===== src/hw/tt_pins_pkg.sv =====
package tt_pins_pkg;

    // uio_out flag positions
    localparam int UO4_EOVER_BITID = 4;     // overflow
    localparam int UO5_EDIV0_BITID = 5;     // divide by zero

    // uio_in control positions
    localparam int UI6_US_BITID     = 6;    // 0 unsigned, 1 signed
    localparam int UI7_MULDIV_BITID = 7;    // 0 multiply, 1 divide

    // bidir direction never changes
    // bits 4,5 drive the error flags, everything else stays an input
    localparam logic [7:0] UIO_OE_PATTERN = 8'b0011_0000;

    // control decoded from uio_in
    typedef struct packed {
        logic muldiv;       // divide select
        logic opsigned;     // signed select
    } pin_ctrl_t;

endpackage


===== src/hw/muldiv_pkg.sv =====
package muldiv_pkg;

    // operand width, fixed by the pin map (two nibbles on ui_in)
    localparam int OPERAND_WIDTH = 4;

    // full product, no truncation
    localparam int PRODUCT_WIDTH = 2 * OPERAND_WIDTH;

    // one nibble: operand, quotient or remainder
    typedef logic [OPERAND_WIDTH-1:0] operand_t;

    // 8-bit product, unsigned or two's complement
    typedef logic [PRODUCT_WIDTH-1:0] product_t;

    // divider output bundle
    // remainder sits on top so {remainder, quotient} maps straight onto uo_out
    typedef struct packed {
        operand_t remainder;    // sign follows the dividend
        operand_t quotient;     // truncated toward zero
        logic     ediv0;        // divisor was zero
        logic     eover;        // signed -8 / -1
    } div_result_t;

endpackage

===== src/hw/tt_um_dlmiles_muldiv4.sv =====
`timescale 1ns/1ps
`default_nettype none

// tiny tapeout wrapper around the 4-bit multiplier and divider
// ui_in carries both operands
// uio_in[7:6] pick the operation
// one output register stage loaded while ena is high
module tt_um_dlmiles_muldiv4 (
    input  logic [7:0] ui_in,      // b in [7:4] and a in [3:0]
    output logic [7:0] uo_out,     // product or {remainder, quotient}
    input  logic [7:0] uio_in,     // bits 6,7 are controls
    output logic [7:0] uio_out,    // bits 4,5 are error flags
    output logic [7:0] uio_oe,     // fixed direction
    input  logic       ena,        // high while the design is selected
    input  logic       clk,
    input  logic       rst_n       // synchronous active low
);

    import muldiv_pkg::*;
    import tt_pins_pkg::*;

    pin_ctrl_t   ctrl;
    operand_t    op_a;             // multiplicand / dividend
    operand_t    op_b;             // multiplier / divisor
    product_t    mul_p;
    div_result_t div_res;

    logic [7:0]  uo_next;          // value to register on the next edge
    logic [7:0]  uio_next;

    // pin decode
    assign ctrl.muldiv   = uio_in[UI7_MULDIV_BITID];
    assign ctrl.opsigned = uio_in[UI6_US_BITID];

    assign op_a = ui_in[OPERAND_WIDTH-1:0];
    assign op_b = ui_in[PRODUCT_WIDTH-1:OPERAND_WIDTH];

    // only 4 and 5 ever drive
    assign uio_oe = UIO_OE_PATTERN;

    p22_mul4 mul4 (
        .opsigned (ctrl.opsigned),
        .a        (op_a),
        .b        (op_b),
        .p        (mul_p)
    );

    p22_div4 div4 (
        .opsigned (ctrl.opsigned),
        .dividend (op_a),
        .divisor  (op_b),
        .result   (div_res)
    );

    // both units always run and the mode picks one
    always_comb begin
        if (ctrl.muldiv) begin
            uo_next = {div_res.remainder, div_res.quotient};    // remainder high, quotient low
        end else begin
            uo_next = mul_p;
        end

        uio_next = '0;                  // unused and input bits read back as 0
        // flags only mean something in divide mode
        uio_next[UO4_EOVER_BITID] = ctrl.muldiv & div_res.eover;
        uio_next[UO5_EDIV0_BITID] = ctrl.muldiv & div_res.ediv0;
    end

    // output stage
    always_ff @(posedge clk) begin
        if (!rst_n) begin
            uo_out  <= '0;
            uio_out <= '0;              // flags inactive out of reset
        end else if (ena) begin
            uo_out  <= uo_next;
            uio_out <= uio_next;
        end
        // ena low holds the last result
    end

    // a non-zero bit outside the enabled pair would fight the pad inputs
    assert property (@(posedge clk) (uio_out & ~UIO_OE_PATTERN) == 8'h00)
        else $error("uio_out drives bits outside the output pair: %02h", uio_out);

endmodule


===== src/hw/p22_div4.sv =====
`timescale 1ns/1ps
`default_nettype none

// 4/4 combinational divider
// restoring division on magnitudes, signs patched up afterwards
// quotient truncates toward zero, remainder follows the dividend
module p22_div4 (
    input  logic                   opsigned,   // 1 = two's complement operands
    input  muldiv_pkg::operand_t   dividend,
    input  muldiv_pkg::operand_t   divisor,
    output muldiv_pkg::div_result_t result
);

    import muldiv_pkg::*;

    // sign handling
    logic     dvd_neg;          // dividend negative, also the remainder sign
    logic     dvs_neg;          // divisor negative
    logic     quo_neg;          // signs differ
    operand_t dvd_mag;          // |dividend|, -8 stays 4'b1000 which is 8 unsigned
    operand_t dvs_mag;          // |divisor|

    // unsigned core
    operand_t                 q_mag;       // magnitude quotient
    logic [OPERAND_WIDTH:0]   r_mag;       // partial remainder, one spare bit
    logic [OPERAND_WIDTH+1:0] trial;       // r_mag minus divisor, borrow on top

    // errors
    logic div0;
    logic over;

    always_comb begin
        dvd_neg = opsigned & dividend[OPERAND_WIDTH-1];
        dvs_neg = opsigned & divisor[OPERAND_WIDTH-1];
        quo_neg = dvd_neg ^ dvs_neg;
        dvd_mag = dvd_neg ? operand_t'(-dividend) : dividend;
        dvs_mag = dvs_neg ? operand_t'(-divisor)  : divisor;
    end

    // four unrolled restoring steps, msb first
    always_comb begin
        r_mag = '0;
        q_mag = '0;
        trial = '0;
        for (int i = OPERAND_WIDTH - 1; i >= 0; i--) begin
            r_mag = {r_mag[OPERAND_WIDTH-1:0], dvd_mag[i]};    // bring down next bit
            trial = {1'b0, r_mag} - {2'b00, dvs_mag};
            if (!trial[OPERAND_WIDTH+1]) begin                // no borrow, keep it
                r_mag    = trial[OPERAND_WIDTH:0];
                q_mag[i] = 1'b1;
            end else begin
                q_mag[i] = 1'b0;                              // restore, r_mag untouched
            end
        end
    end

    // zero divisor wins in either mode
    // overflow is the single signed case -8 / -1
    always_comb begin
        div0 = (divisor == '0);
        over = opsigned && (dividend == operand_t'(4'b1000))
                        && (divisor == operand_t'(4'b1111));
    end

    always_comb begin
        operand_t chk;      // q * d + r, wrapped to a nibble

        result.ediv0 = div0;
        result.eover = over;

        if (div0) begin
            result.quotient  = '1;             // all ones
            result.remainder = dividend;       // dividend passes through
        end else if (over) begin
            result.quotient  = operand_t'(4'b1000);   // +8 does not fit, wraps to -8
            result.remainder = '0;
        end else begin
            result.quotient  = quo_neg ? operand_t'(-q_mag) : q_mag;
            result.remainder = dvd_neg ? operand_t'(-r_mag[OPERAND_WIDTH-1:0])
                                       : r_mag[OPERAND_WIDTH-1:0];
        end

        chk = operand_t'(result.quotient * divisor + result.remainder);

        // the two error paths come from different divisor values
        assert (!(result.ediv0 && result.eover))
            else $error("div4: ediv0 and eover both set");

        // mod 16 the identity also covers signed results
        if (!result.ediv0 && !result.eover) begin
            assert (chk == dividend)
                else $error("div4: %0h * %0h + %0h != %0h",
                            result.quotient, divisor, result.remainder, dividend);
        end
    end

endmodule


===== src/hw/p22_mul4.sv =====
`timescale 1ns/1ps
`default_nettype none

// 4x4 combinational multiplier
// unsigned, or two's complement when opsigned is set
module p22_mul4 (
    input  logic               opsigned,   // 1 = two's complement operands
    input  muldiv_pkg::operand_t a,
    input  muldiv_pkg::operand_t b,
    output muldiv_pkg::product_t p
);

    import muldiv_pkg::*;

    product_t a_ext;                   // multiplicand widened to product size
    product_t pp [OPERAND_WIDTH];      // one partial product per bit of b
    product_t pp_low_sum;              // sum of the positive-weight rows

    // widen a, sign or zero fill
    always_comb begin
        if (opsigned) begin
            a_ext = {{(PRODUCT_WIDTH-OPERAND_WIDTH){a[OPERAND_WIDTH-1]}}, a};
        end else begin
            a_ext = {{(PRODUCT_WIDTH-OPERAND_WIDTH){1'b0}}, a};
        end
    end

    // b is never widened, its msb weight is handled below
    // shift-and-add rows, row i is a_ext weighted by 2^i
    always_comb begin
        for (int i = 0; i < OPERAND_WIDTH; i++) begin
            pp[i] = b[i] ? product_t'(a_ext << i) : '0;
        end
    end

    // rows 0..2 always carry positive weight
    always_comb begin
        pp_low_sum = '0;
        for (int i = 0; i < OPERAND_WIDTH - 1; i++) begin
            pp_low_sum = pp_low_sum + pp[i];
        end
    end

    // top row has weight -8 when b is signed
    // subtracting it is the usual Baugh-Wooley correction, all mod 256
    always_comb begin
        if (opsigned) begin
            p = pp_low_sum - pp[OPERAND_WIDTH-1];
        end else begin
            p = pp_low_sum + pp[OPERAND_WIDTH-1];
        end

        // 15 * 15 is the largest unsigned product
        // catches a bad row weight or a stray sign fill
        if (!opsigned) begin
            assert (p <= product_t'(225))
                else $error("mul4: unsigned product %0d out of range", p);
        end
    end

endmodule


===== config.mk =====
export PLATFORM = sky130hd
export DESIGN_NAME = tt_um_dlmiles_muldiv4
export DESIGN_NICKNAME = d
export VERILOG_FILES = /design/src/hw/tt_pins_pkg.sv /design/src/hw/muldiv_pkg.sv /design/src/hw/tt_um_dlmiles_muldiv4.sv /design/src/hw/p22_div4.sv /design/src/hw/p22_mul4.sv
export SDC_FILE = /design/constraint.sdc
export NUM_CORES = 1
export LEC_CHECK = 0
export ABC_AREA = 1
export BUFFER_PORTS_ARGS = -buffer_cell sky130_fd_sc_hd__buf_2
export CAP_MARGIN = 25
export CORE_MARGIN = 4
export CORE_UTILIZATION = 35
export DETAILED_ROUTE_END_ITERATION = 8
export GPL_ROUTABILITY_DRIVEN = 0
export SYNTH_ARGS = -nofsm -noshare
export SYNTH_HDL_FRONTEND = slang
export SYNTH_SLANG_ARGS = --single-unit

===== constraint.sdc =====
create_clock -name clk -period 19.3 [get_ports clk]
set_clock_uncertainty 0.15 [all_clocks]
set_input_delay 2.895 -clock clk [delete_from_list [all_inputs] [get_ports clk]]
set_output_delay 2.895 -clock clk [all_outputs]
set_load 0.02 [all_outputs]

; ---- Yosys cells after proc, flatten, opt, wreduce, memory -nomap -nowiden
; Index checks and enable logic that the tools add are counted.
[classes]
n_eq_ne = 2
n_reduce_logical = 3
n_addsub = 12
muxes = 21
n_bitwise = 5
[ops]
columns = cell, count
row1 = $mux 8, 9
row2 = $mux 4, 8
row3 = $add 8x8->8, 3
row4 = $sub 5x4->6, 3
row5 = $neg 4->4, 4
row6 = $eq 4x4->1 const B, 2
row7 = $sub 8x8->8, 1
row8 = $sub 1x4->5, 1
row9 = $and 1x1->1, 4
row10 = $logic_not 4->1, 1
row11 = $mux 1, 4
row12 = $logic_and 1x1->1, 2
row13 = $xor 1x1->1, 1
[totals]
in_bits = 19
reg_bits = 10
output_inout_bits = 24

; ---- Logic depth before layout (Yosys ltp)
[depth]
depth_word = 15
ltp_mapped = 44
depth_no_buf = 43

; ---- Hierarchy
; Synthesis repeated with hierarchy kept, for this count alone.
[hier_totals]
hier_cells = 389
area_unflattened_um2 = 2452.4
[by_module_without_submodules]
columns = mod, instances, cells_each, area_each_um2
row1 = p22_div4, 1, 173, 1077.3
row2 = p22_mul4, 1, 122, 747.0
row3 = tt_um_dlmiles_muldiv4, 1, 94, 628.1

; ---- Least setup slack after synthesis
; OpenSTA, ideal clock, no wires.
[synth_path]
kind = input to register
start = input port ui_in[2]
end = register uo_out[5]
setup_time_ps = 123
required_ps = 19027
path_slack_ps = 11152
arrival_time_ps = 7875
path_stages = 41
path_buffers = 1
path_cell_list = clkbuf_1 > nor2_1 > nand2_1 > a21oi_1 > inv_1 > ha_1 > inv_1 > ha_1 > nand3_2 > o21ai_1 > ha_1 > nand3_1 > nand2_1 > nand2_4 > nand2_4 > nand2_1 > nand2_1 > ha_1 > [... 5 more ...] > nand2_1 > nand2_2 > ha_1 > a21oi_1 > o21ai_0 > a21oi_1 > inv_1 > a21oi_1 > nand2_4 > nand2_2 > nand2_2 > ha_1 > nor2_1 > nor2_1 > nand2_1 > o211ai_2 > nand2_1 > a21oi_1
[synth_via]
elab_chain_len = 15
[synth_rtl]
columns = element, line
row1 = start: declaration, tt_um_dlmiles_muldiv4.sv:9  ; input logic [7:0] ui_in,
row2 = $neg 4->4, p22_div4.sv:36  ; dvd_mag = dvd_neg ? operand_t'(-dividend) : dividend;
row3 = $mux 4, p22_div4.sv:36
row4 = $sub 1x4->5, p22_div4.sv:47  ; trial = {1'b0, r_mag} - {2'b00, dvs_mag};
row5 = $mux 4, p22_div4.sv:48  ; if (!trial[OPERAND_WIDTH+1]) begin
row6 = $sub 5x4->6, p22_div4.sv:47
row7 = $mux 4, p22_div4.sv:48
row8 = $sub 5x4->6, p22_div4.sv:47
row9 = $mux 4, p22_div4.sv:48
row10 = $sub 5x4->6, p22_div4.sv:47
row11 = $mux 4, p22_div4.sv:48
row12 = $neg 4->4, p22_div4.sv:79  ; result.remainder = dvd_neg ? operand_t'(-r_mag[OPERAND_WIDTH-1:0])
row13 = $mux 4, p22_div4.sv:79
row14 = $mux 8, p22_div4.sv:74  ; end else if (over) begin
row15 = $mux 8, p22_div4.sv:71  ; if (div0) begin
row16 = $mux 8 (*), tt_um_dlmiles_muldiv4.sv:57  ; if (ctrl.muldiv) begin
row17 = end signal: assignment, tt_um_dlmiles_muldiv4.sv:75  ; uo_out <= uo_next;
row18 = end: declaration, tt_um_dlmiles_muldiv4.sv:10  ; output logic [7:0] uo_out,
; Every way passes the cells marked *; elsewhere a longest branch is shown, timed or not.
; A chain may end at the register's enable or synchronous reset.

; ---- Worst setup path after layout
[layout_path]
start = input port ui_in[4]
end = register uo_out[5]
[layout_via]
elab_chain_len = 15
[layout_rtl]
columns = element, line
row1 = $neg 4->4, p22_div4.sv:37  ; dvs_mag = dvs_neg ? operand_t'(-divisor) : divisor;
row2 = $mux 4, p22_div4.sv:37
row3 = $sub 1x4->5, p22_div4.sv:47
row4 = $mux 4, p22_div4.sv:48
row5 = $sub 5x4->6, p22_div4.sv:47
row6 = $mux 4, p22_div4.sv:48
row7 = $sub 5x4->6, p22_div4.sv:47
row8 = $mux 4, p22_div4.sv:48
row9 = $sub 5x4->6, p22_div4.sv:47
row10 = $mux 4, p22_div4.sv:48
row11 = $neg 4->4, p22_div4.sv:79
row12 = $mux 4, p22_div4.sv:79
row13 = $mux 8, p22_div4.sv:74
row14 = $mux 8, p22_div4.sv:71
row15 = $mux 8 (*), tt_um_dlmiles_muldiv4.sv:57
; Marked as above.

==> reports/summary.txt <==
outcome: finished clean
RSZ-0062 raised after global routing: false
fin area: 2436 um2
boundary pin count: 43
Remaining DRCs: 0
post-detail-place hpwl: 4.219 mm
worst min path class: reg -> reg
Worst Path Required: 19.26 ns
Static Leak: 1.349 nW
Hold Violations, Final: 0
period utilization: 45.80%
Die H: 88.57 um
num rows: 29
# Max-Cap Violations: 0
ANT nets after route: 0
Post-Place Worst Slack: 10.20 ns
nets: 412
Max Clock Freq: 113.1 MHz
synthesized flop and latch total: 10
global route overflow: 0
Slowest-stage cell, CP: ha_1
Layout Utilization: 38.59%
CP Class: in -> reg
clk buf depth: 2
Initial Util: 35.99%
Iter 0 DRT Violations: 43
r2r setup slk: 18.52 ns
H-Tree Depth: 1
Fill cells: 718
post-synthesis sequential area ratio: 8.811%
Worst EP arrival: 8.80 ns
Sinks on Clock Net: 10
relative slew slack: 65.49%
CORE AREA: 6314 um2
Tmin final: 8.839 ns
CTS tree: done
syn avg cell area: 6.803 um2
sum of negative setup slack: 0 ns
area grow syn2layout: 7.214%
clock-pin slew on the worst setup and hold paths: 0.05 ns
cell mode on critical path: nand2_1
Critical Path Max Stage Delay: 0.34 ns
Worst setup EP type: flop
Post-CTS Resized: 0
Port Buf Inserts: 22
Top Usage Layer GRT: met2
die area: 7845 um2
first-pass GRT wire length: 8.418 mm
Routed WL per cell: 11.89 um
Vias/cell: 4.776
first-pass detailed-route iteration total: 4
top_reg_cell synth: dfxtp_1
met1 Use GR: 18.61%
CTS hold repair buffers: 0
Max FO, Critical Path: 10
Post-synth EDFFs: 0
final setup margin: 10.46 ns
largest net degree at the start of global routing: 15
Worst VDD drop: 0.03371 mV
count of cell types in the netlist: 36
Antenna diodes: 0
Netlist Area Pre-Place: 2272 um2
Syn. warnings: 0
Setup Viol. Count Final: 0
setup repair bufs after CTS: 0
Num CTS Buffers: 3
number of global-route vias before repair: 1873
total number of vias: 2049
Post-Synthesis Cells: 334
Clock Tree Root: clkbuf_8
Placed Area: 2381 um2
fraction of registers with async set/reset: 0%
met2 Resource Use GR: 23.39%
initial antenna violation count: 0
PD cells: 82.50 nW/um2
met3 Resource Use GR: 1.397%
chip width: 88.57 um
Slew @ Worst Pin: 0.5136 ns
startpoint types: input pin
share of layout cells above drive strength 1: 18.75%
Detailed Route WL: 5.100 mm
worst skew pair latency: 0.23 ns
total track usage: 13.32%
Final Max Tran Viols: 0
stage by stage:
step | total power [mW] | hold slack, ns | cells
2_1_floorplan | 0.1499 | 0.3950 | 346
3_3_place_gp | 0.1734 | 0.3039 | 425
4_1_cts | 0.2028 | 0.3135 | 429
6_report | 0.2010 | 0.3117 | 429
5_1_grt | 0.2260 | 0.3315 | 429
3_5_place_dp | 0.1753 | 0.3057 | 425
path summary, 6_finish.rpt:
path,startpoint,to,depth (start not counted)
worst min-delay path,uo_out[4]$_SDFFE_PN0P_,uo_out[4]$_SDFFE_PN0P_,2
worst max register to register,uo_out[7]$_SDFFE_PN0P_,uo_out[7]$_SDFFE_PN0P_,2
worst min register to register,uo_out[4]$_SDFFE_PN0P_,uo_out[4]$_SDFFE_PN0P_,2
worst max-delay path,ui_in[4],uo_out[5]$_SDFFE_PN0P_,40
report_power, final:
| part | total (mW) | switching, mW | internal (mW) | leakage [nW] |
|---|---|---|---|---|
| combinational | 0.150 | 0.0940 | 0.0562 | 1.24 |
| sequential | 0.0247 | 0.00128 | 0.0235 | 0.0823 |
| clock | 0.0261 | 0.00814 | 0.0179 | 0.0288 |
| total | 0.201 | 0.103 | 0.0976 | 1.35 |
cells in the final DEF (no fill, tap or decap):
cell type  count
nand4_1        3
nand2_2       14
a21oi_1       29
ha_1          31
buf_2         22
nor3_1         1
xor2_1        12
fa_1           9
nand4_4        1
nand2_1       78
or2_2          1
inv_2          5
xnor2_1        4
clkbuf_8       4
nand3_1       12
o21ai_1        4
conb_1        14
inv_4          1
o211ai_2       1
o221ai_1       1
o211ai_1       2
dfxtp_1       10
nor2_4         2
o311ai_0       1
nor4b_1        1
nand3_4        1
inv_1         44
nor2_2         2
nand2_4        5
o21ai_0       15
a21o_1         1
nand3b_1       1
nand3_2        6
nor2_1        13
clkinv_2       1
cells in the mapped netlist, types with 2 or more instances:
cell      instances  area share [%]
nor2_1           13             2.1
o21ai_1           4            0.88
xnor2_1           4             1.5
inv_2             5            0.83
clkbuf_1          4            0.66
nand3_1          12             2.6
buf_6             2            0.99
nor2_2            2            0.55
nor2_4            2            0.99
nand2_1          78              13
fa_1              9             7.9
o211ai_1          2            0.66
inv_1            44             7.3
dfxtp_1          10             8.8
o21ai_0          15             3.3
ha_1             31              17
buf_4            14             4.6
nand2_4           5             2.5
nand4_1           3            0.83
nand2_2          14             3.9
conb_1            2            0.33
nand3_2           6             2.6
a21oi_1          29             6.4
xor2_1           12             4.6
sequential cells by signal (all words and copies together) (netlist names):
signal	cells
uo_out	8
uio_out	2
cell type report:
type                       instances  area [um2]  area share, %
timing repair buffer              22       110.1          4.520
sequential                        10       200.2          8.218
clock buffer                       4       55.05          2.260
multi-input combinational        265        1779          73.04
inverter                          51       195.2          8.012
tap                               77       96.34          3.955
cells by family after synthesis:
group,synth area share (%)
and+or+nand+nor,31.94
buffers and inverters,14.87
AOI/OAI and AO/OA,12.89
adders and majority gates,25.00
xor gates and xnor gates,6.167
DFF,8.810
other,0.3305
metal layers:
layer	routed length, um	up-vias
li1	-	1081
met1	2565	940
met2	2398	28
met3	135	0
met4	0	0
met5	0	-
worst max-delay path, delay by kind of cell:
kind,cells,cell delay [ns]
AND/OR/NAND/NOR,21,1.92
buffers and inverters,5,0.73
AO/OA/AOI/OAI,8,1.39
adder cells (fa/ha/maj),6,1.88
No activity file was read; power rests on OpenSTA's default activity.
